==> src/source/exec_config.svh <==
`ifndef EXEC_CONFIG_SVH
`define EXEC_CONFIG_SVH

// Entries held by each reservation station
`define EXEC_RS_DEPTH 8

// Producer tag width, one tag per instruction in flight
`define EXEC_TAG_W 6

// Integer datapath width
`define EXEC_DATA_W 32

// Multiplier latency from issue to result
`define EXEC_MUL_STAGES 3

`endif

==> src/source/exec_bus_pkg.sv <==
`default_nettype none

`include "exec_config.svh"

package exec_bus_pkg;

    // Instruction sent to a functional unit with both operands resolved
    typedef struct packed {
        logic [2:0]              op;
        logic [`EXEC_TAG_W-1:0]  tag;
        logic [`EXEC_DATA_W-1:0] src1;
        logic [`EXEC_DATA_W-1:0] src2;
    } issue_t;

    // Result broadcast, also used for unit outputs before arbitration
    typedef struct packed {
        logic                    valid;
        logic [`EXEC_TAG_W-1:0]  tag;
        logic [`EXEC_DATA_W-1:0] value;
    } cdb_t;

endpackage

`default_nettype wire

==> src/source/cdb_arbiter.sv <==
`default_nettype none

`include "exec_config.svh"

module cdb_arbiter (
    input  logic               clk,
    input  logic               rst,
    input  logic               alu_valid,
    input  exec_bus_pkg::cdb_t alu_result,
    input  logic               mul_valid,
    input  exec_bus_pkg::cdb_t mul_result,
    output logic               alu_grant,
    output logic               mul_grant,
    output exec_bus_pkg::cdb_t cdb
);

    logic                    cdb_valid;
    logic [`EXEC_TAG_W-1:0]  cdb_tag;
    logic [`EXEC_DATA_W-1:0] cdb_value;

    // Multiplier wins so its pipeline keeps moving
    assign mul_grant = mul_valid;
    assign alu_grant = alu_valid && !mul_valid;

    always_ff @(posedge clk) begin
        if (rst) begin
            cdb_valid <= 1'b0;
        end else begin
            cdb_valid <= mul_grant || alu_grant;
        end
    end

    always_ff @(posedge clk) begin
        if (mul_grant) begin
            cdb_tag   <= mul_result.tag;
            cdb_value <= mul_result.value;
        end else if (alu_grant) begin
            cdb_tag   <= alu_result.tag;
            cdb_value <= alu_result.value;
        end
    end

    assign cdb = '{valid: cdb_valid, tag: cdb_tag, value: cdb_value};

endmodule

`default_nettype wire

==> config.mk <==
export PLATFORM = sky130hd
export DESIGN_NAME = cdb_arbiter
export DESIGN_NICKNAME = d
export VERILOG_FILES = /design/src/source/exec_bus_pkg.sv /design/src/source/cdb_arbiter.sv
export VERILOG_INCLUDE_DIRS = /design/src /design/src/source
export SDC_FILE = /design/constraint.sdc
export NUM_CORES = 1
export LEC_CHECK = 0
export BUFFER_PORTS_ARGS = -buffer_cell sky130_fd_sc_hd__buf_2
export CAP_MARGIN = 10
export CORE_AREA = 2 2 68 70
export DETAILED_ROUTE_END_ITERATION = 8
export DIE_AREA = 0 0 70 72
export GPL_TIMING_DRIVEN = 0
export PLACE_DENSITY = 0.82
export SYNTH_ARGS = -nofsm -noshare
export SYNTH_HDL_FRONTEND = slang
export SYNTH_SLANG_ARGS = --single-unit
export TNS_END_PERCENT = 5
==> constraint.sdc <==
create_clock -name clk -period 3.9 [get_ports clk]
set_input_delay 0.39 -clock clk [delete_from_list [all_inputs] [get_ports clk]]
set_output_delay 0.39 -clock clk [all_outputs]
set_load 0.03 [all_outputs]
==> flow_metrics.tcl <==
set metrics [dict create \
    outcome "complete, no violations" \
    dpl.cell_count 258 \
    synth_top_family_by_area "multiplexers" \
    antenna_cells 0 \
    setup-violations-final 0 \
    setup.worst_path.end "cdb_value[4]$_DFFE_PP_" \
    multi_input_area_um2 589 \
    synthAdderAreaFrac_pct 0 \
    dieArea_mm2 0.00504 \
    synth_area_mm2 0.00185 \
    route.vias.total 1183 \
    timing.final.crit_period_ns 1.48 \
    critPathLaunch "mul_valid" \
    min_path_type "primary input to flip-flop" \
    wire_per_inst_um 14.7 \
    fillers 353 \
    muxShareOfSynthArea_pct 30.6 \
    grt_pass1_wl_mm 5.71 \
    hold_viol_final 0 \
    portBuffers 119 \
    drc 0 \
    finalCritPeriodShare_pct 38.0 \
    first_pass_iters 4 \
    gp_congestion 0.719 \
    path_max_fanout 38 \
    drive_gt1_share_pct 79.9 \
    die_w_um 70 \
    cts_inserted_buffers 5 \
    antenna_found_initial 0 \
    irDropWorstVdd_mv 0.278 \
    syn_nets 169 \
    fin_setup_tns_ns 0 \
    grt.total_usage_pct 15.1 \
    core_region_area_mm2 0.00426 \
    power.leakage_nw 1.27 \
    synthToLayoutAreaGrowth_pct 40.0 \
    layout_common_cells "119 x buf_2, 38 x edfxtp_1, 37 x mux2_4" \
    yosys.area_share.simple_pct 0.676 \
    required_ns 3.80 \
    detail-route-antenna-nets 0 \
    powerDensity_mw_per_mm2 401 \
    worst_slew_pin_slew_ns 0.881 \
    fin_nets 295 \
    grt_pass1_vias 1194 \
    grt_overflow 0 \
    synth_compound_area_share_pct 0.541 \
    stdcell_count 266 \
    criticalPathCategory "primary input to flip-flop" \
    drt_wl_total_mm 3.91 \
    maxCapViolations 0 \
    finalHoldWorstSlack_ns 0.349 \
    ios 123 \
    grt_max_degree 39 \
    max_freq_ghz 0.674 \
    setup.worst_path.start_class "primary input" \
    start_util_pct 43.4 \
    clk_pin_slew_ns 0.07 \
    netlist_instances 87 \
    cp.arrival_ns 1.39 \
    yosys_warnings 0 \
    slew_headroom_pct 41.2 \
    seqCellArea_mm2 0.00116 \
    post_cts_buffers 0 \
    ys_seq_area_share_pct 62.7 \
    cts-root-buf "clkbuf_8" \
    synth.distinct_cells 11 \
    cts_tree "done" \
    hold_buffers 0 \
    drt_iter0_drc 55 \
    cts_num_sinks 39 \
    via_per_inst 4.45 \
    rows 24 \
    ys_ff_latch 39 \
    layout_commonest_cell "buf_2" \
    synth_xor_area_share_pct 0 \
    dieHeight_um 72 \
    critPathCaptureType "flip-flop" \
    htreeDepth 2 \
    synth.avg_cell_area_um2 21.3 \
    drv_slew 0 \
    cts_resized 0 \
    clk_path_buf_depth 2 \
    rsz0062_at_grt "no" \
]
[sequential cells by signal, summed over array words and instances, names as in the netlist]
signal     cells
cdb_tag        6
cdb_value     32
cdb_valid      1
[cells in the mapped netlist]
cell	count	area [um2]
dfxtp_1	1	20.0
nor2b_1	1	6.26
buf_12	3	60.1
buf_8	1	15.0
buf_4	2	15.0
mux2_2	1	11.3
edfxtp_1	38	1140
o21ba_2	1	10.0
or2_2	1	6.26
buf_6	1	11.3
mux2_4	37	556
[through the flow]
step | cell area [um2] | utilization (%) | setup WS (ns) | total power [mW]
2_1_floorplan | 1850 | - | 2.32 | 0.708
3_3_place_gp | 2510 | 58.9 | 2.11 | 0.793
4_1_cts | 2590 | 60.8 | 2.39 | 1.05
5_1_grt | 2590 | 60.8 | 2.34 | 1.08
6_report | 2590 | 60.8 | 2.42 | 1.04
3_5_place_dp | 2510 | 58.9 | 2.09 | 0.801
[per-layer routing]
layer / track usage, % / part of all wire [%] / vias to the layer above
li1: - / - / 583
met1: 15.2 / 34 / 544
met2: 29.7 / 58 / 49
met3: 2.92 / 5.1 / 7
met4: 7.48 / 2.1 / 0
met5: 0 / 0 / -
[logic make-up after synthesis]
group | Yosys count
DFF | 39
muxes | 38
buffers and inverters | 7
and+or+nand+nor | 2
AOI/OAI and AO/OA | 1
[layout make-up]
class	count	area share, %
clock buffer	8	3.09
buffer	7	3.91
timing repair buffer	119	23.0
sequential	39	44.8
tap	52	2.51
multi-input combinational	41	22.7
[worst max-delay path: stages]
cell   delay [ns]
buf_6        0.13
buf_8        0.15
or2_2        0.70
[report_power, final]
part           switching [mW]  leakage (nW)  internal [mW]
registers              0.0116         0.396          0.513
clock network           0.123        0.0395          0.127
logic                   0.150         0.836          0.114
[how the worst min path moves through the flow]
stage | from | end | slack, ns | cells past startpoint
2_1_floorplan | alu_valid | cdb_valid$_SDFF_PP0_ | 0.52 | 1
3_5_place_dp | alu_valid | cdb_valid$_SDFF_PP0_ | 0.63 | 2
6_report | alu_valid | cdb_valid$_SDFF_PP0_ | 0.35 | 2
3_3_place_gp | alu_valid | cdb_valid$_SDFF_PP0_ | 0.62 | 2
5_1_grt | alu_valid | cdb_valid$_SDFF_PP0_ | 0.34 | 2
4_1_cts | alu_valid | cdb_valid$_SDFF_PP0_ | 0.34 | 2
Note: power is estimated with default switching activity, not from simulation.
