--- src/source/exec_config.svh ---
`ifndef EXEC_CONFIG_SVH
`define EXEC_CONFIG_SVH

// Entries held by each reservation station
`define EXEC_RS_DEPTH 8

// Producer tag width, one tag per instruction in flight
`define EXEC_TAG_W 6

// Integer datapath width
`define EXEC_DATA_W 32

// Multiplier latency from issue to result
`define EXEC_MUL_STAGES 3

`endif

--- src/source/exec_types_pkg.sv ---
`default_nettype none

`include "exec_config.svh"

package exec_types_pkg;

    // Target station
    typedef enum logic {
        UNIT_ALU = 1'b0,
        UNIT_MUL = 1'b1
    } unit_e;

    typedef enum logic [2:0] {
        ALU_ADD, ALU_SUB, ALU_AND, ALU_OR,
        ALU_XOR, ALU_SLL, ALU_SRL, ALU_SLT
    } alu_op_e;

    // mulh is signed x signed, mulhu is unsigned x unsigned
    typedef enum logic [1:0] {
        MUL_MUL, MUL_MULH, MUL_MULHU
    } mul_op_e;

    // Tag view of an operand word, upper bits zero
    typedef struct packed {
        logic [`EXEC_DATA_W-`EXEC_TAG_W-1:0] pad;
        logic [`EXEC_TAG_W-1:0]              tag;
    } tag_word_t;

    // Same word read as a value once ready, else as the producer tag
    typedef union packed {
        logic [`EXEC_DATA_W-1:0] value;
        tag_word_t               src;
    } operand_u;

    typedef struct packed {
        logic     ready;
        operand_u word;
    } operand_t;

    typedef struct packed {
        unit_e                  unit;
        logic [2:0]             op;
        logic [`EXEC_TAG_W-1:0] dest;
        operand_t               src1;
        operand_t               src2;
    } dispatch_t;

endpackage

`default_nettype wire

--- src/source/exec_bus_pkg.sv ---
`default_nettype none

`include "exec_config.svh"

package exec_bus_pkg;

    // Instruction sent to a functional unit with both operands resolved
    typedef struct packed {
        logic [2:0]              op;
        logic [`EXEC_TAG_W-1:0]  tag;
        logic [`EXEC_DATA_W-1:0] src1;
        logic [`EXEC_DATA_W-1:0] src2;
    } issue_t;

    // Result broadcast, also used for unit outputs before arbitration
    typedef struct packed {
        logic                    valid;
        logic [`EXEC_TAG_W-1:0]  tag;
        logic [`EXEC_DATA_W-1:0] value;
    } cdb_t;

endpackage

`default_nettype wire

--- src/source/mul_unit.sv ---
`default_nettype none

`include "exec_config.svh"

module mul_unit (
    input  logic                 clk,
    input  logic                 rst,
    input  logic                 issue_valid,
    input  exec_bus_pkg::issue_t issue,
    input  logic                 grant,
    output logic                 unit_ready,
    output logic                 result_valid,
    output exec_bus_pkg::cdb_t   result
);

    localparam int STAGES = `EXEC_MUL_STAGES;
    localparam int DW     = `EXEC_DATA_W;

    logic [STAGES-1:0]       stg_valid;
    logic [`EXEC_TAG_W-1:0]  stg_tag [STAGES];
    exec_types_pkg::mul_op_e stg_op  [STAGES];
    // Stage 0 holds extended operands, later stages the full product
    logic [DW:0]             s0_a;
    logic [DW:0]             s0_b;
    logic [2*DW-1:0]         stg_prod [1:STAGES-1];
    logic [2*DW+1:0]         product;
    logic                    advance;
    logic                    op_signed;

    // Whole pipe moves only when its tail can drain
    assign advance    = !stg_valid[STAGES-1] || grant;
    assign unit_ready = advance;

    // Only mulh treats both operands as signed
    assign op_signed = exec_types_pkg::mul_op_e'(issue.op[1:0]) == exec_types_pkg::MUL_MULH;
    assign product   = $signed({{(DW+1){s0_a[DW]}}, s0_a})
                     * $signed({{(DW+1){s0_b[DW]}}, s0_b});

    always_ff @(posedge clk) begin
        if (rst) begin
            stg_valid <= '0;
        end else if (advance) begin
            stg_valid <= {stg_valid[STAGES-2:0], issue_valid};
        end
    end

    always_ff @(posedge clk) begin
        if (advance) begin
            s0_a       <= {op_signed & issue.src1[DW-1], issue.src1};
            s0_b       <= {op_signed & issue.src2[DW-1], issue.src2};
            stg_tag[0] <= issue.tag;
            stg_op[0]  <= exec_types_pkg::mul_op_e'(issue.op[1:0]);
            stg_prod[1] <= product[2*DW-1:0];
            for (int i = 1; i < STAGES; i++) begin
                stg_tag[i] <= stg_tag[i-1];
                stg_op[i]  <= stg_op[i-1];
            end
            for (int i = 2; i < STAGES; i++) begin
                stg_prod[i] <= stg_prod[i-1];
            end
        end
    end

    assign result_valid = stg_valid[STAGES-1];
    assign result = '{
        valid: stg_valid[STAGES-1],
        tag:   stg_tag[STAGES-1],
        value: (stg_op[STAGES-1] == exec_types_pkg::MUL_MUL) ?
               stg_prod[STAGES-1][DW-1:0] : stg_prod[STAGES-1][2*DW-1:DW]
    };

endmodule

`default_nettype wire

--- config.mk ---
export PLATFORM = sky130hd
export DESIGN_NAME = mul_unit
export DESIGN_NICKNAME = d
export VERILOG_FILES = /design/src/source/exec_types_pkg.sv /design/src/source/exec_bus_pkg.sv /design/src/source/mul_unit.sv
export VERILOG_INCLUDE_DIRS = /design/src /design/src/source
export SDC_FILE = /design/constraint.sdc
export NUM_CORES = 2
export LEC_CHECK = 0
export BUFFER_PORTS_ARGS = -buffer_cell sky130_fd_sc_hd__buf_2
export CORE_MARGIN = 3
export CORE_UTILIZATION = 66
export CTS_BUF_LIST = sky130_fd_sc_hd__clkbuf_16
export CTS_CLUSTER_DIAMETER = 40
export DETAILED_ROUTE_END_ITERATION = 8
export PLACE_DENSITY = 0.84
export SYNTH_ARGS = -nofsm -noshare
export SYNTH_HDL_FRONTEND = slang
export SYNTH_SLANG_ARGS = --single-unit
--- constraint.sdc ---
create_clock -name clk -period 11.3 [get_ports clk]
set_input_delay 0.565 -clock clk [delete_from_list [all_inputs] [get_ports clk]]
set_output_delay 0.565 -clock clk [all_outputs]
set_load 0.005 [all_outputs]
==> key figures <==
Run status
  • Status: completed

GRT
  • Met1 usage: 0.393
  • GRT overflow: 0
  • Pin count of the biggest net entering global routing: 88
  • Busiest layer in global routing: met2
  • All-Layer GR Usage: 0.319
  • Initial antenna violation count: 4
  • Number of global-route vias before repair: 34,000
  • GRT met2 Usage: 0.551
  • First-pass GRT wire length: 176 mm
  • M3 GR Usage: 0.0656

Die
  • Top Ports: 118
  • Initial Utilization: 0.671
  • Die Ht: 268 microns
  • Cell Rows: 95
  • Die ar.: 71,800 sq um
  • Chip Width: 268 microns
  • Core ar.: 67,500 sq um

Timing
  • Min cycle time layout: 8.78 ns
  • Fin crit share: 0.777
  • Hold WS: 0.173 ns
  • Slew Viols, Final: 0
  • Rel. slew slack: 0.151
  • Worst Clk Skew: 0.0446 ns
  • Maximum clock rate: 114 MHz
  • RSZ-0062 raised after global routing: no
  • Final setup violation count: 0
  • TNS Setup: 0 ns
  • Final Hold Fails: 0
  • Least-Margin Pin Slew: 1.27 ns

Clock network
  • H-tree Lvls: 2
  • Clk sinks: 221
  • Setup bufs post-CTS: 0
  • Clock latency on the worst-skew pair: 0.56 ns
  • Clock Pin Slew Worst Setup and Hold Paths: 0.06 ns
  • Post_cts resized: 0
  • Hold Buf Count CTS: 0
  • TritonCTS clock tree: built
  • Max Buffers Root-to-Sink: 3
  • CTS buffer count: 39
  • CTS Root Buffer Type: clkbuf_16

Layout
  • Nets: 5,815
  • N_diodes: 0
  • Share of cells above drive strength 1: 0.0675
  • Filler Cell Count: 4,644
  • Fin area: 47,800 sq um
  • Layout area overhead: 5.66%

Logic synthesis
  • Compound-Gate Fraction of Synth Area: 0.0274
  • Post-synthesis simple-gate area fraction: 0.138
  • Ys flop type: edfxtp_1
  • Syn Nets: 5,811
  • Post-synthesis mux area share: 0.00840
  • XOR/XNOR Fraction of Synth Area: 0.0151
  • Yosys top cell area share: 0.497
  • Synth async-reset ratio: 0
  • Yosys warnings: 0
  • Post-synthesis cell count: 4,397
  • Top-count cell post-synth: fa_1
  • Top cells by area, synth: fa_1 (50%), edfxtp_1 (14%), inv_1 (9.0%), and2_1 (7.6%), ha_1 (5.9%)
  • Syn avg cell area: 10.3 sq um
  • Main combinational cell family by area after synthesis: adder cells
  • Synth top cells by count: fa_1 (1,125), inv_1 (1,083), nand2_1 (555)
  • Synth Area in Adders: 0.556
  • Largest area contributor in the synthesized netlist: fa_1
  • Yosys cell types: 64
  • Synth Cell Area: 45,300 sq um
  • Number of synthesized flops with an enable pin: 218
  • Register area share after synthesis: 0.146
  • Flops & latches, synth: 221

Job
  • Max Cap Viol: 0

Placement
  • Placer congestion estimate: 0.921
  • Post-DP HPWL: 86.5 mm
  • Post-DP Area: 46,600 sq um
  • Number of buffers added on ports: 116

Detailed routing
  • Post-Route WL: 108 mm
  • Vias: 30,400
  • Initial drt markers: 1,993
  • Final ANT Viol Nets: 0
  • First-pass detailed-route iteration total: 6
  • Post-route DRC: 0
  • Drt wl/cell: 20.4 microns
  • Vias per std cell: 5.73

Setup path
  • Startpoint types: register
  • Capturing element type of the critical path: register
  • WP data required: 11.60 ns
  • CP Class: reg2reg
  • Critical path arrival: 9.08 ns
  • Critical R2R Launch: s0_b[4]$_DFFE_PP_
  • Max FO, Critical Path: 17
  • R2R Setup Slk: 2.52 ns
  • Critical R2R Capture: stg_prod[1][63]$_DFFE_PP_
  • Reg2reg path depth: 25

Min path
  • Hold EP: s0_a[0]$_DFFE_PP_
  • Hold path depth: 1
  • Hold Path Class: in2reg
  • HP Start: issue[32]
per-layer routing:
| metal | vias to the layer above | part of all wire |
|---|---|---|
| met2 | 1518 | 0.51 |
| li1 | 12700 | - |
| met5 | - | 0.00043 |
| met1 | 15700 | 0.36 |
| met4 | 8 | 0.049 |
| met3 | 421 | 0.084 |
state kept, by name, indices dropped and copies added, names as in the netlist:
| name | flops |
|---|---|
| stg_prod | 128 |
| stg_tag | 18 |
| s0_b | 33 |
| stg_valid | 3 |
| stg_op | 6 |
| s0_a | 33 |
critical path: stages, from the launching register on:
cell and delay, ns:
edfxtp_1 0.88, and2_1 0.31, fa_1 0.49, fa_1 0.51, fa_1 0.52, buf_4 0.22
inv_1 0.14, fa_1 0.82, inv_1 0.37, fa_1 0.55, fa_1 0.50, fa_1 0.49
inv_1 0.05, fa_1 0.47, inv_1 0.04, ha_1 0.35, nand3_1 0.13, nor2_1 0.08
nand4_1 0.15, o22ai_1 0.12, nor4_1 0.19, nor2_1 0.08, or3_4 0.43, a41oi_2 0.30
a41oi_2 0.17, xnor2_1 0.15
how the worst max path moves through the flow:
stage | start | end | slack [ns]
3_3_place_gp | s0_b[4]$_DFFE_PP_ | stg_prod[1][63]$_DFFE_PP_ | 2.72
5_1_grt | s0_b[4]$_DFFE_PP_ | stg_prod[1][63]$_DFFE_PP_ | 2.20
2_1_floorplan | s0_b[0]$_DFFE_PP_ | stg_prod[1][63]$_DFFE_PP_ | 3.36
6_report | s0_b[4]$_DFFE_PP_ | stg_prod[1][63]$_DFFE_PP_ | 2.52
4_1_cts | s0_b[4]$_DFFE_PP_ | stg_prod[1][63]$_DFFE_PP_ | 2.54
3_5_place_dp | s0_b[4]$_DFFE_PP_ | stg_prod[1][63]$_DFFE_PP_ | 2.57
layout by cell type (no fill, tap or decap), drive strengths merged, types with 4 or more instances in the layout:
cell type  count
clkbuf        39
a21o          24
nand3         13
mux2          32
fa          1125
nor2b         28
edfxtp       218
a2111oi        4
inv         1095
ha           212
o21bai        14
a211oi         6
o21ai         33
xor2          26
nand2b        11
xnor2         52
nor3           7
a41oi          4
buf          186
and3           7
and2         551
nand4         13
nand2        556
a31oi          7
a21oi         68
clkinv        14
nor2          38
metrics by stage:
stage          worst slack (ns)  utilization  instances
2_1_floorplan              3.36            -       4397
3_3_place_gp               2.72        0.691       5233
3_5_place_dp               2.57        0.691       5233
4_1_cts                    2.54        0.709       5300
5_1_grt                    2.20        0.709       5300
6_report                   2.52        0.709       5300
kinds of logic after synthesis:
| group | Yosys count |
|---|---|
| adder cells (fa/ha/maj) | 1337 |
| buffers and inverters | 1306 |
| AND/OR/NAND/NOR | 1236 |
| AO/OA/AOI/OAI | 185 |
| flip-flops | 221 |
| multiplexers | 34 |
| XOR/XNOR | 78 |
final cells by class:
| type | instances | area (sq um) | share of cell area |
|---|---|---|---|
| Timing Repair Buffer | 186 | 1110 | 0.0231 |
| Inverter | 1083 | 4070 | 0.0850 |
| Multi-Input combinational cell | 2870 | 33800 | 0.706 |
| Clock buffer | 39 | 976 | 0.0204 |
| Clock inverter | 28 | 243 | 0.00507 |
| Sequential cell | 221 | 6610 | 0.138 |
| Tap cell | 873 | 1090 | 0.0228 |
Power is left out: the tool's default activity adds up to more than one toggle a clock period on the data nets, which glitch-free logic cannot reach.
