$ cat src/source/exec_config.svh
`ifndef EXEC_CONFIG_SVH
`define EXEC_CONFIG_SVH

// Entries held by each reservation station
`define EXEC_RS_DEPTH 8

// Producer tag width, one tag per instruction in flight
`define EXEC_TAG_W 6

// Integer datapath width
`define EXEC_DATA_W 32

// Multiplier latency from issue to result
`define EXEC_MUL_STAGES 3

`endif

$ cat src/source/exec_types_pkg.sv
`default_nettype none

`include "exec_config.svh"

package exec_types_pkg;

    // Target station
    typedef enum logic {
        UNIT_ALU = 1'b0,
        UNIT_MUL = 1'b1
    } unit_e;

    typedef enum logic [2:0] {
        ALU_ADD, ALU_SUB, ALU_AND, ALU_OR,
        ALU_XOR, ALU_SLL, ALU_SRL, ALU_SLT
    } alu_op_e;

    // mulh is signed x signed, mulhu is unsigned x unsigned
    typedef enum logic [1:0] {
        MUL_MUL, MUL_MULH, MUL_MULHU
    } mul_op_e;

    // Tag view of an operand word, upper bits zero
    typedef struct packed {
        logic [`EXEC_DATA_W-`EXEC_TAG_W-1:0] pad;
        logic [`EXEC_TAG_W-1:0]              tag;
    } tag_word_t;

    // Same word read as a value once ready, else as the producer tag
    typedef union packed {
        logic [`EXEC_DATA_W-1:0] value;
        tag_word_t               src;
    } operand_u;

    typedef struct packed {
        logic     ready;
        operand_u word;
    } operand_t;

    typedef struct packed {
        unit_e                  unit;
        logic [2:0]             op;
        logic [`EXEC_TAG_W-1:0] dest;
        operand_t               src1;
        operand_t               src2;
    } dispatch_t;

endpackage

`default_nettype wire

$ cat src/source/exec_bus_pkg.sv
`default_nettype none

`include "exec_config.svh"

package exec_bus_pkg;

    // Instruction sent to a functional unit with both operands resolved
    typedef struct packed {
        logic [2:0]              op;
        logic [`EXEC_TAG_W-1:0]  tag;
        logic [`EXEC_DATA_W-1:0] src1;
        logic [`EXEC_DATA_W-1:0] src2;
    } issue_t;

    // Result broadcast, also used for unit outputs before arbitration
    typedef struct packed {
        logic                    valid;
        logic [`EXEC_TAG_W-1:0]  tag;
        logic [`EXEC_DATA_W-1:0] value;
    } cdb_t;

endpackage

`default_nettype wire

$ cat src/source/alu_unit.sv
`default_nettype none

`include "exec_config.svh"

module alu_unit (
    input  logic                 clk,
    input  logic                 rst,
    input  logic                 issue_valid,
    input  exec_bus_pkg::issue_t issue,
    input  logic                 grant,
    output logic                 unit_ready,
    output logic                 result_valid,
    output exec_bus_pkg::cdb_t   result
);

    logic [`EXEC_DATA_W-1:0] alu_out;
    logic [`EXEC_DATA_W-1:0] res_value;
    logic [`EXEC_TAG_W-1:0]  res_tag;

    always_comb begin
        case (exec_types_pkg::alu_op_e'(issue.op))
            exec_types_pkg::ALU_ADD: alu_out = issue.src1 + issue.src2;
            exec_types_pkg::ALU_SUB: alu_out = issue.src1 - issue.src2;
            exec_types_pkg::ALU_AND: alu_out = issue.src1 & issue.src2;
            exec_types_pkg::ALU_OR:  alu_out = issue.src1 | issue.src2;
            exec_types_pkg::ALU_XOR: alu_out = issue.src1 ^ issue.src2;
            exec_types_pkg::ALU_SLL: alu_out = issue.src1 << issue.src2[4:0];
            exec_types_pkg::ALU_SRL: alu_out = issue.src1 >> issue.src2[4:0];
            default: alu_out = `EXEC_DATA_W'($signed(issue.src1) < $signed(issue.src2));
        endcase
    end

    // Free when empty or when the held result leaves this cycle
    assign unit_ready = !result_valid || grant;

    always_ff @(posedge clk) begin
        if (rst) begin
            result_valid <= 1'b0;
        end else if (issue_valid && unit_ready) begin
            result_valid <= 1'b1;
        end else if (grant) begin
            result_valid <= 1'b0;
        end
    end

    always_ff @(posedge clk) begin
        if (issue_valid && unit_ready) begin
            res_value <= alu_out;
            res_tag   <= issue.tag;
        end
    end

    assign result = '{valid: result_valid, tag: res_tag, value: res_value};

endmodule

`default_nettype wire

$ cat config.mk
export PLATFORM = sky130hd
export DESIGN_NAME = alu_unit
export DESIGN_NICKNAME = d
export VERILOG_FILES = /design/src/source/exec_types_pkg.sv /design/src/source/exec_bus_pkg.sv /design/src/source/alu_unit.sv
export VERILOG_INCLUDE_DIRS = /design/src /design/src/source
export SDC_FILE = /design/constraint.sdc
export NUM_CORES = 1
export LEC_CHECK = 0
export BUFFER_PORTS_ARGS = -buffer_cell sky130_fd_sc_hd__buf_2
export CORE_ASPECT_RATIO = 1.75
export CORE_MARGIN = 2
export CORE_UTILIZATION = 33
export DETAILED_ROUTE_END_ITERATION = 16
export MAX_ROUTING_LAYER = met4
export PLACE_DENSITY = 0.57
export SYNTH_ARGS = -nofsm -noshare
export SYNTH_HDL_FRONTEND = slang
export SYNTH_SLANG_ARGS = --single-unit
$ cat constraint.sdc
create_clock -name clk -period 5.3 [get_ports clk]
set_input_delay 1.06 -clock clk [delete_from_list [all_inputs] [get_ports clk]]
set_output_delay 1.06 -clock clk [all_outputs]
set_load 0.005 [all_outputs]
==> metrics.yaml <==
result_of_the_run: "complete, no violations"
setup_viol: 0
syn_avg_cell_area_um2: 7.21
crit_path_start_kind: "input port"
timing.max_slew.rel_slack_pct: 28.7
drcViolationCount: 0
critPathBufInv: 3
async_reset_ff_share_pct: 0
max-vdd-ir-drop_mv: 0.155
cts_made_buffers: 5
synth_enable_flop_cells: 38
synthesis.area_um2: 9290
detailed_route_via_count: 10700
worst_path_arrival_time_ns: 4.36
detail_route.vias_per_cell: 6.22
finalWeightedCongestion: 1.08
detail_routed_net_length_per_standard_cell_um: 27.2
largest_incremental_delay_on_the_critical_path_ns: 0.48
cts_tree: "done"
cts_post_setup_buffers_inserted: 0
clock-skew-final_ns: 0.0196
path_delay_family: "compound AO/OA/AOI/OAI gates"
mostFrequentLayoutCell: "sky130_fd_sc_hd__nor2_1"
grt_overflow_total: 0
netlist-cell-type-count: 74
fin_nets: 1528
commonest_non_fill_non_tap_cells_in_the_layout: "sky130_fd_sc_hd__nor2_1 (153), sky130_fd_sc_hd__a21oi_1 (148), sky130_fd_sc_hd__buf_2 (116), sky130_fd_sc_hd__ha_1 (106), sky130_fd_sc_hd__inv_1 (96)"
cts.root.buffer_cell: "sky130_fd_sc_hd__clkbuf_16"
dieHeight_um: 226
filler_cell_count: 3019
crit_path_cell_chain: "buf_4 > inv_1 > buf_4 > fa_1 > nand2b_1 > a31oi_1 > nor4_1 > o31ai_1 > o21ai_0 > or3_1 > o311ai_0 > o211ai_1"
fmax_mhz: 231
drtIter0Drc: 1094
min_period_over_period_pct: 81.6
cts.repair.resized: 0
vias_in_the_first_global_route: 10200
num_rows: 81
yosys_register_bits: 39
number_of_hold_violations_in_the_final_report: 0
1st_pass_router_iterations: 6
ctsHtreeMaxLevel: 2
initial_core_util_pct: 33.3
syn_inst: 1289
cp-end-kind: "flip-flop"
design.portCount: 118
grt_max_degree: 75
area_delta_synth_final_pct: 11.5
grt_first_pass_wirelength_um: 66400
floorplan.core_area_um2: 27900
die_area_um2: 29600
placed_cells_incl_taps: 1709
mappedNetlistNets: 1474
drive_gt1_share_pct: 14.9
antenna_violations_before_repair: 1
numPortBuffers: 117
dp.final_hpwl_um: 36500
clock_insertion_delay_worst_skew_ns: 0.32
die_w_um: 131
cts.reportedPaths.clkPinSlew_ns: 0.08
clock_path_buffers: 2
cts_hold_repair.buffers: 0
final_antenna_net_count: 0
worst-slew-pin-transition_ns: 1.07
synth.yosys.warnings: 0
hold_path.class: "reg -> reg"
period_minus_slack_ns: 4.32
maxCapViolCount: 0
tritoncts_sink_count: 39
postSynth.topFlopCell: "sky130_fd_sc_hd__edfxtp_1"
register_area_share_after_synthesis_pct: 12.5
power.leakage_nw: 4.54
rsz0062_at_grt: "no"
power_density_nw_per_um2: 185
drv_slew: 0
layoutNonFillerInstCount: 1718
routed_wl_um: 46600
grt_usage_pct: 32.0
critical-path-slowest-cell: "sky130_fd_sc_hd__fa_1"
crit_path_max_fanout: 6
required_ns: 5.34
timing_worst_setup_path_type: "in -> reg"
cp_common_cell: "sky130_fd_sc_hd__buf_4"
totalNegativeSetupSlack_ns: 0
[state kept, by name, indices dropped and copies added (netlist names)]
name          flops
result_valid      1
res_value        32
res_tag           6
[synth_stat cells (3+ instances only)]
cell type / instances / area [um^2]
sky130_fd_sc_hd__a211o_1: 11 / 96.3
sky130_fd_sc_hd__a211oi_1: 28 / 210
sky130_fd_sc_hd__a21o_1: 20 / 150
sky130_fd_sc_hd__a21oi_1: 148 / 741
sky130_fd_sc_hd__a221o_1: 5 / 50.1
sky130_fd_sc_hd__a221oi_1: 8 / 70.1
sky130_fd_sc_hd__a22oi_1: 30 / 225
sky130_fd_sc_hd__a311oi_1: 4 / 35.0
sky130_fd_sc_hd__a31oi_1: 14 / 87.6
sky130_fd_sc_hd__and2_1: 6 / 37.5
sky130_fd_sc_hd__and3_1: 11 / 68.8
sky130_fd_sc_hd__buf_1: 16 / 60.1
sky130_fd_sc_hd__buf_2: 14 / 70.1
sky130_fd_sc_hd__buf_4: 4 / 30.0
sky130_fd_sc_hd__clkbuf_1: 64 / 240
sky130_fd_sc_hd__edfxtp_1: 38 / 1140
sky130_fd_sc_hd__ha_1: 106 / 1330
sky130_fd_sc_hd__inv_1: 96 / 360
sky130_fd_sc_hd__mux2_2: 15 / 169
sky130_fd_sc_hd__mux2i_1: 58 / 581
sky130_fd_sc_hd__mux4_2: 16 / 360
sky130_fd_sc_hd__nand2_1: 73 / 274
sky130_fd_sc_hd__nand2b_1: 10 / 62.6
sky130_fd_sc_hd__nand3_1: 15 / 75.1
sky130_fd_sc_hd__nand4_1: 7 / 43.8
sky130_fd_sc_hd__nor2_1: 153 / 574
sky130_fd_sc_hd__nor2b_1: 16 / 100
sky130_fd_sc_hd__nor3_1: 27 / 135
sky130_fd_sc_hd__nor4_1: 9 / 56.3
sky130_fd_sc_hd__o211ai_1: 17 / 128
sky130_fd_sc_hd__o21a_1: 6 / 45.0
sky130_fd_sc_hd__o21ai_0: 93 / 465
sky130_fd_sc_hd__o21bai_1: 9 / 67.6
sky130_fd_sc_hd__o221ai_1: 15 / 131
sky130_fd_sc_hd__o22ai_1: 33 / 206
sky130_fd_sc_hd__o31ai_1: 9 / 67.6
sky130_fd_sc_hd__o32a_1: 3 / 30.0
sky130_fd_sc_hd__or2_2: 6 / 37.5
sky130_fd_sc_hd__or3_1: 6 / 37.5
sky130_fd_sc_hd__or4_1: 4 / 30.0
sky130_fd_sc_hd__xnor2_1: 17 / 149
sky130_fd_sc_hd__xor2_1: 4 / 35.0
[area by class of cell]
type	instances	area [um^2]	share of cell area [%]
clock inverters	2	60.1	0.580
inverters	98	368	3.55
multi-input cells	1052	7360	71.0
diodes	1	2.50	0.0242
flip-flops and latches	39	1160	11.2
clock buffers	6	129	1.24
well taps	373	467	4.50
repair buffers	147	813	7.85
[routing by layer]
metal / up-vias / track usage (%) / wire length (um)
met5: - / - / 0
met2: 587 / 53.9 / 23000
met1: 5019 / 31.9 / 15600
met4: 0 / 28.5 / 5380
met3: 202 / 3.72 / 2650
li1: 4882 / - / -
[report_power, final]
group / total [W] / switching [W] / internal (W)
registers: 0.000390 / 0.00000918 / 0.000381
logic: 0.00109 / 0.000718 / 0.000372
clock network: 0.000437 / 0.000166 / 0.000271
[worst register-to-register path: cells and delay by family (launching register included)]
family,cells,cell delay (ns)
AND/OR/NAND/NOR,2,0.97
flip-flops,1,0.32
[stage by stage]
step | setup slack [ns] | util [%] | hold slack (ns) | power, W | area, um^2
2_1_floorplan | 0.723 | - | 0.536 | 0.00106 | 9290
3_3_place_gp | 0.820 | 36.5 | 0.501 | 0.00145 | 10200
3_5_place_dp | 0.781 | 36.5 | 0.523 | 0.00145 | 10200
4_1_cts | 1.08 | 37.2 | 0.532 | 0.00189 | 10400
5_1_grt | 0.675 | 37.2 | 0.572 | 0.00199 | 10400
6_report | 0.977 | 37.2 | 0.527 | 0.00192 | 10400
[cell families (layout without fill, tap and decap cells)]
| kind of cell | Yosys count | count (layout) | share of synthesized area, % |
|---|---|---|---|
| other cells | 0 | 1 | 0 |
| compound gates | 483 | 483 | 33.1 |
| xor+xnor | 21 | 21 | 1.98 |
| fa+ha+maj | 108 | 108 | 14.7 |
| simple gates | 350 | 350 | 17.2 |
| mux | 90 | 90 | 12.1 |
| flops | 39 | 39 | 12.5 |
| buf+inv | 198 | 253 | 8.44 |
[final timing paths]
| kind | startpoint | slack, ns | depth (start not counted) | endpoint |
|---|---|---|---|---|
| setup reg to reg | result_valid | 3.61 | 2 | res_tag[2] |
| setup / recovery | issue[1] | 0.98 | 12 | res_value[24] |
| hold reg to reg | result_valid | 0.53 | 2 | result_valid |
| hold / removal | result_valid | 0.53 | 2 | result_valid |
Power figures use the tool's default switching activity.
