$ cat src/source/exec_config.svh
`ifndef EXEC_CONFIG_SVH
`define EXEC_CONFIG_SVH

// Entries held by each reservation station
`define EXEC_RS_DEPTH 8

// Producer tag width, one tag per instruction in flight
`define EXEC_TAG_W 6

// Integer datapath width
`define EXEC_DATA_W 32

// Multiplier latency from issue to result
`define EXEC_MUL_STAGES 3

`endif

$ cat src/source/exec_types_pkg.sv
`default_nettype none

`include "exec_config.svh"

package exec_types_pkg;

    // Target station
    typedef enum logic {
        UNIT_ALU = 1'b0,
        UNIT_MUL = 1'b1
    } unit_e;

    typedef enum logic [2:0] {
        ALU_ADD, ALU_SUB, ALU_AND, ALU_OR,
        ALU_XOR, ALU_SLL, ALU_SRL, ALU_SLT
    } alu_op_e;

    // mulh is signed x signed, mulhu is unsigned x unsigned
    typedef enum logic [1:0] {
        MUL_MUL, MUL_MULH, MUL_MULHU
    } mul_op_e;

    // Tag view of an operand word, upper bits zero
    typedef struct packed {
        logic [`EXEC_DATA_W-`EXEC_TAG_W-1:0] pad;
        logic [`EXEC_TAG_W-1:0]              tag;
    } tag_word_t;

    // Same word read as a value once ready, else as the producer tag
    typedef union packed {
        logic [`EXEC_DATA_W-1:0] value;
        tag_word_t               src;
    } operand_u;

    typedef struct packed {
        logic     ready;
        operand_u word;
    } operand_t;

    typedef struct packed {
        unit_e                  unit;
        logic [2:0]             op;
        logic [`EXEC_TAG_W-1:0] dest;
        operand_t               src1;
        operand_t               src2;
    } dispatch_t;

endpackage

`default_nettype wire

$ cat src/source/exec_bus_pkg.sv
`default_nettype none

`include "exec_config.svh"

package exec_bus_pkg;

    // Instruction sent to a functional unit with both operands resolved
    typedef struct packed {
        logic [2:0]              op;
        logic [`EXEC_TAG_W-1:0]  tag;
        logic [`EXEC_DATA_W-1:0] src1;
        logic [`EXEC_DATA_W-1:0] src2;
    } issue_t;

    // Result broadcast, also used for unit outputs before arbitration
    typedef struct packed {
        logic                    valid;
        logic [`EXEC_TAG_W-1:0]  tag;
        logic [`EXEC_DATA_W-1:0] value;
    } cdb_t;

endpackage

`default_nettype wire

$ cat src/source/reservation_station.sv
`default_nettype none

`include "exec_config.svh"

module reservation_station #(
    parameter exec_types_pkg::unit_e UNIT = exec_types_pkg::UNIT_ALU
) (
    input  logic                      clk,
    input  logic                      rst,
    input  logic                      dispatch_valid,
    input  exec_types_pkg::dispatch_t dispatch,
    input  exec_bus_pkg::cdb_t        cdb,
    input  logic                      unit_ready,
    output logic                      issue_valid,
    output exec_bus_pkg::issue_t      issue,
    output logic                      full
);

    localparam int DEPTH = `EXEC_RS_DEPTH;
    localparam int AGE_W = $clog2(DEPTH);

    typedef struct packed {
        logic [2:0]               op;
        logic [`EXEC_TAG_W-1:0]   dest;
        exec_types_pkg::operand_t src1;
        exec_types_pkg::operand_t src2;
    } entry_t;

    entry_t           ent [DEPTH];
    logic [DEPTH-1:0] ent_valid;
    logic [DEPTH-1:0] ent_ready;
    // Age counts the valid entries younger than this one, so oldest has the largest
    logic [AGE_W-1:0] ent_age [DEPTH];
    logic [AGE_W-1:0] age_nxt [DEPTH];

    logic             accept;
    logic             fire;
    logic             issue_found;
    logic [AGE_W-1:0] issue_idx;
    logic [AGE_W-1:0] free_idx;

    // Capture a broadcast value into a waiting operand
    function automatic exec_types_pkg::operand_t wake(exec_types_pkg::operand_t opnd,
                                                      exec_bus_pkg::cdb_t bus);
        exec_types_pkg::operand_t res;
        res = opnd;
        if (!opnd.ready && bus.valid && opnd.word.src.tag == bus.tag) begin
            res.ready      = 1'b1;
            res.word.value = bus.value;
        end
        return res;
    endfunction

    assign full   = &ent_valid;
    assign accept = dispatch_valid && (dispatch.unit == UNIT) && !full;
    assign fire   = issue_found && unit_ready;

    always_comb begin
        for (int i = 0; i < DEPTH; i++) begin
            ent_ready[i] = ent_valid[i] && ent[i].src1.ready && ent[i].src2.ready;
        end
    end

    // Lowest free slot and oldest ready entry
    always_comb begin
        free_idx    = '0;
        issue_found = 1'b0;
        issue_idx   = '0;
        for (int i = DEPTH - 1; i >= 0; i--) begin
            if (!ent_valid[i]) begin
                free_idx = AGE_W'(i);
            end
        end
        for (int i = 0; i < DEPTH; i++) begin
            if (ent_ready[i] && (!issue_found || ent_age[i] > ent_age[issue_idx])) begin
                issue_found = 1'b1;
                issue_idx   = AGE_W'(i);
            end
        end
    end

    // New entry ages everyone, an issue makes older entries one younger
    always_comb begin
        for (int i = 0; i < DEPTH; i++) begin
            age_nxt[i] = ent_age[i];
            if (accept) begin
                age_nxt[i] = age_nxt[i] + AGE_W'(1);
            end
            if (fire && ent_age[i] > ent_age[issue_idx]) begin
                age_nxt[i] = age_nxt[i] - AGE_W'(1);
            end
        end
    end

    assign issue_valid = fire;
    assign issue = '{
        op:   ent[issue_idx].op,
        tag:  ent[issue_idx].dest,
        src1: ent[issue_idx].src1.word.value,
        src2: ent[issue_idx].src2.word.value
    };

    always_ff @(posedge clk) begin
        if (rst) begin
            ent_valid <= '0;
            for (int i = 0; i < DEPTH; i++) begin
                ent_age[i] <= '0;
            end
        end else begin
            for (int i = 0; i < DEPTH; i++) begin
                ent_age[i] <= age_nxt[i];
            end
            if (fire) begin
                ent_valid[issue_idx] <= 1'b0;
            end
            if (accept) begin
                ent_valid[free_idx] <= 1'b1;
                ent_age[free_idx]   <= '0;
            end
        end
    end

    always_ff @(posedge clk) begin
        for (int i = 0; i < DEPTH; i++) begin
            ent[i].src1 <= wake(ent[i].src1, cdb);
            ent[i].src2 <= wake(ent[i].src2, cdb);
        end
        // Incoming operands also see this cycle's broadcast
        if (accept) begin
            ent[free_idx] <= '{
                op:   dispatch.op,
                dest: dispatch.dest,
                src1: wake(dispatch.src1, cdb),
                src2: wake(dispatch.src2, cdb)
            };
        end
    end

endmodule

`default_nettype wire

$ cat config.mk
export PLATFORM = sky130hd
export DESIGN_NAME = reservation_station
export DESIGN_NICKNAME = d
export VERILOG_FILES = /design/src/source/exec_types_pkg.sv /design/src/source/exec_bus_pkg.sv /design/src/source/reservation_station.sv
export VERILOG_INCLUDE_DIRS = /design/src /design/src/source
export SDC_FILE = /design/constraint.sdc
export NUM_CORES = 2
export LEC_CHECK = 0
export ABC_AREA = 1
export BUFFER_PORTS_ARGS = -buffer_cell sky130_fd_sc_hd__clkbuf_2
export CAP_MARGIN = 30
export CORE_MARGIN = 2
export CORE_UTILIZATION = 62
export DETAILED_ROUTE_END_ITERATION = 10
export PLACE_DENSITY = 0.85
export SKIP_CTS_REPAIR_TIMING = 1
export SLEW_MARGIN = 20
export SYNTH_ARGS = -nofsm -noshare
export SYNTH_HDL_FRONTEND = slang
export SYNTH_SLANG_ARGS = --single-unit
$ cat constraint.sdc
create_clock -name clk -period 12.9 [get_ports clk]
set_input_delay 0 -clock clk [delete_from_list [all_inputs] [get_ports clk]]
set_output_delay 0 -clock clk [all_outputs]
set_load 0.005 [all_outputs]
==> key figures <==
Timing
  • Setup violators final: 0
  • Final Hold Viols: between 100 and 150
  • Maximum clock rate: around 0.084 GHz
  • Final worst path period need: 11970 ps
  • Hold slack: -99.44 ps
  • Layout Skew: 35.07 ps
  • Slew headroom: approximately 28%
  • Setup TNS: 0 ps
  • Count of final max-slew check failures: 0
  • Crit share post-route: roughly 93%
  • RSZ-0062 raised after global routing: false
  • Worst slew pin tran: 1076 ps

Critical path
  • Critical path's most frequent cell: nand2_1
  • Critical-path top delay cell: dfxtp_1
  • Critical Path AT: 11970 ps
  • Reg2Reg Launch Point: ent_age[0][2]$_SDFF_PP0_
  • Nature of the critical path startpoint: flop
  • FF-to-FF End: ent_age[0][2]$_SDFF_PP0_
  • CP max FO: 39
  • Worst reg2reg path depth: 79
  • Req. time, crit path: between 10000 and 15000 ps
  • Worst setup path class: flop to output port
  • Flop-to-flop setup slack: about 1100 ps
  • CP Capture Type: output port
  • Worst stage delay on the critical path: about 480 ps

Route
  • Total wire length: 105.5 mm
  • Routed via count: about 29000
  • DR pass1 iterations: 7
  • Drc violations: 0
  • Vias per cell: 6.649
  • Final ANT Viol Nets: 0
  • Iter 0 DRT Violations: between 4000 and 5000
  • Routed wire per std cell: approximately 24 um

Worst hold path
  • Worst Hold Class: primary input to flop
  • Hold Path Stages: 3
  • HP Start: dispatch[15]
  • Min-Delay Endpoint: ent[0][15]$_DFFE_PP_

Floorplan
  • Die Y: 233.8 um
  • Row cnt: between 80 and 90
  • Io pins: around 190
  • Die Wd: approximately 230 um
  • Initial Util: between 60% and 70%
  • Core area: ~52000 um2
  • Die ar.: around 55000 um2

GRT
  • Largest net degree at the start of global routing: 194
  • Remaining Overflow, GRT: 0
  • First-pass GRT wire length: ~150 mm
  • Initial antenna violation count: 3
  • Vias in the first global route: ~27000
  • GRT Total Usage: 37.16%

Pwr
  • Gate power share: under 10%
  • Pwr/cell area: 123.3 nW/um2
  • Worst vdd ir: between 0.08 and 0.09 mV
  • Switch Pwr: 1095 uW
  • Sw frac: between 20% and 30%
  • Sequential power share: about half
  • Internal: about 3500 uW
  • Total leakage power: roughly 0.015 uW
  • Clock Power Share: around two fifths

Yosys
  • Synth cell types: 48
  • Ys async rst share: 0%
  • Syn avg cell area: between 9 and 10 um2
  • Largest cells by area after synthesis: edfxtp_1, o21ai_0, nor2_1, nand2_1, clkbuf_1
  • Sequential area share after synthesis: a little under three fifths
  • Yosys Warn Count: 0
  • Most used DFF post-synth: edfxtp_1
  • Mapped cell area: approximately 33000 um2
  • Number of enable flip-flop cells after synthesis: 600
  • Yosys top cell by area: edfxtp_1
  • Synth Instances: between 3000 and 4000
  • Synth Register Bits: roughly 630
  • Syn_nets: around 3600
  • Synth top area share: a little under three fifths

Finish
  • Commonest cells after routing, fill and taps aside: o21ai_0, edfxtp_1, nor2_1
  • Nets: roughly 3700
  • Share of post-route cells with drive strength above 1: between 10 and 15%
  • Commonest non-fill, non-tap cell in the layout: o21ai_0
  • Area delta synth->final: 13.93%
  • Number of fill cells: about 3700
  • Final Cell Area: around 37000 um2
  • Final non-filler cell total: approximately 4300

Place
  • Cell Area, Placed: ~34000 um2
  • Post-DP HPWL: around 61 mm
  • Port bufs: between 150 and 200
  • Routability Congestion: 0.9976
  • Placed Instances: 4123

Clock tree
  • Cts bufs inserted: between 60 and 70
  • Clock Sinks: between 600 and 700
  • Clock slew at reported path FFs: 60 ps
  • CTS Buffer Depth: 3
  • TritonCTS clock tree: yes
  • CTS root buffer: clkbuf_16
  • Htree depth: 3
  • Clk_lat worst skew: just over 600 ps

Job
  • Max-Cap Viols: 0

Status
  • Outcome: finished with violations
  • Failing checks: negative hold slack
[logic make-up after synthesis]
kind of cell	after synthesis	share of synthesized area, %
simple gates	1142	14.49
compound gates	1093	18.23
flops	632	56.98
buf+inv	389	4.604
mux	65	1.987
xor+xnor	63	1.685
fa+ha+maj	53	2.025
[worst max-delay path, delay by kind of cell, from the launching register on]
kind / cells / cell delay (ps)
AOI/OAI and AO/OA: 24 / 3710
and+or+nand+nor: 33 / 3120
adders and majority gates: 7 / 2190
buffers and inverters: 11 / 1790
DFF: 1 / 480
[routing by layer]
layer | wire length [um] | track usage (%)
met5 | 0 | 0
met4 | 7072 | 23.42
met3 | 14160 | 6.092
met2 | 48450 | 58.79
met1 | 35810 | 48.15
[power by group through the flow]
stage               Clock [uW]  Combinational [uW]  Sequential (uW)
global placement             0                 340             2340
global route              1980                 424             2300
CTS                       1910                 358             2300
finish                    1910                 386             2300
detailed placement           0                 352             2340
floorplan                    0                 228             2340
[synth_stat cells, types with 11 or more instances]
master and number:
nand2_1 461, ha_1 53, dfxtp_1 32, buf_2 25, o21ai_0 861, xor2_1 46, inv_1 132, o211ai_1 15
a21oi_1 75, nand4_1 32, inv_2 11, nand3_1 47, o22ai_1 12, edfxtp_1 600, xnor2_1 17, nand2_2 12
o2111ai_1 78, buf_1 23, mux2i_1 65, clkbuf_1 193, nor2_1 538, nand3_2 14
[sequential cells by signal (all words and copies together) (netlist names)]
name       count
ent          600
ent_age       24
ent_valid      8
[per-stage QoR]
stage	hold WS (ps)	total power, uW	setup WS, ps	utilization, %
2_1_floorplan	98.87	2564	2299	-
3_3_place_gp	287.0	2681	997.5	65.33
3_5_place_dp	294.2	2694	681.7	65.39
4_1_cts	-334.2	4563	270.0	69.50
5_1_grt	-2.101	4706	6.576	71.28
6_report	-99.44	4599	927.5	71.28
[how the worst max path moves through the flow]
stage,startpoint,to,cells after the start
6_report,ent_age[0][2]$_SDFF_PP0_,issue[3],75
5_1_grt,ent_age[0][1]$_SDFF_PP0_,issue[52],75
3_5_place_dp,ent_age[0][2]$_SDFF_PP0_,ent_age[0][1]$_SDFF_PP0_,80
4_1_cts,ent_age[0][1]$_SDFF_PP0_,issue[63],74
2_1_floorplan,ent_age[0][1]$_SDFF_PP0_,ent_age[0][1]$_SDFF_PP0_,79
3_3_place_gp,ent_age[0][2]$_SDFF_PP0_,ent_age[1][1]$_SDFF_PP0_,79
[layout make-up]
| cell class | instances | area [um2] | area share (%) |
|---|---|---|---|
| sequential | 632 | 18660 | 50.01 |
| clock buffer | 81 | 1793 | 4.806 |
| timing repair buffer | 313 | 2207 | 5.916 |
| tap | 688 | 860.8 | 2.307 |
| multi-input combinational | 2418 | 12850 | 34.44 |
| antenna | 3 | 7.507 | 0.02012 |
| inverter | 146 | 573.1 | 1.536 |
| clock inverter | 38 | 361.6 | 0.9692 |
(Power assumes the default switching activity.)
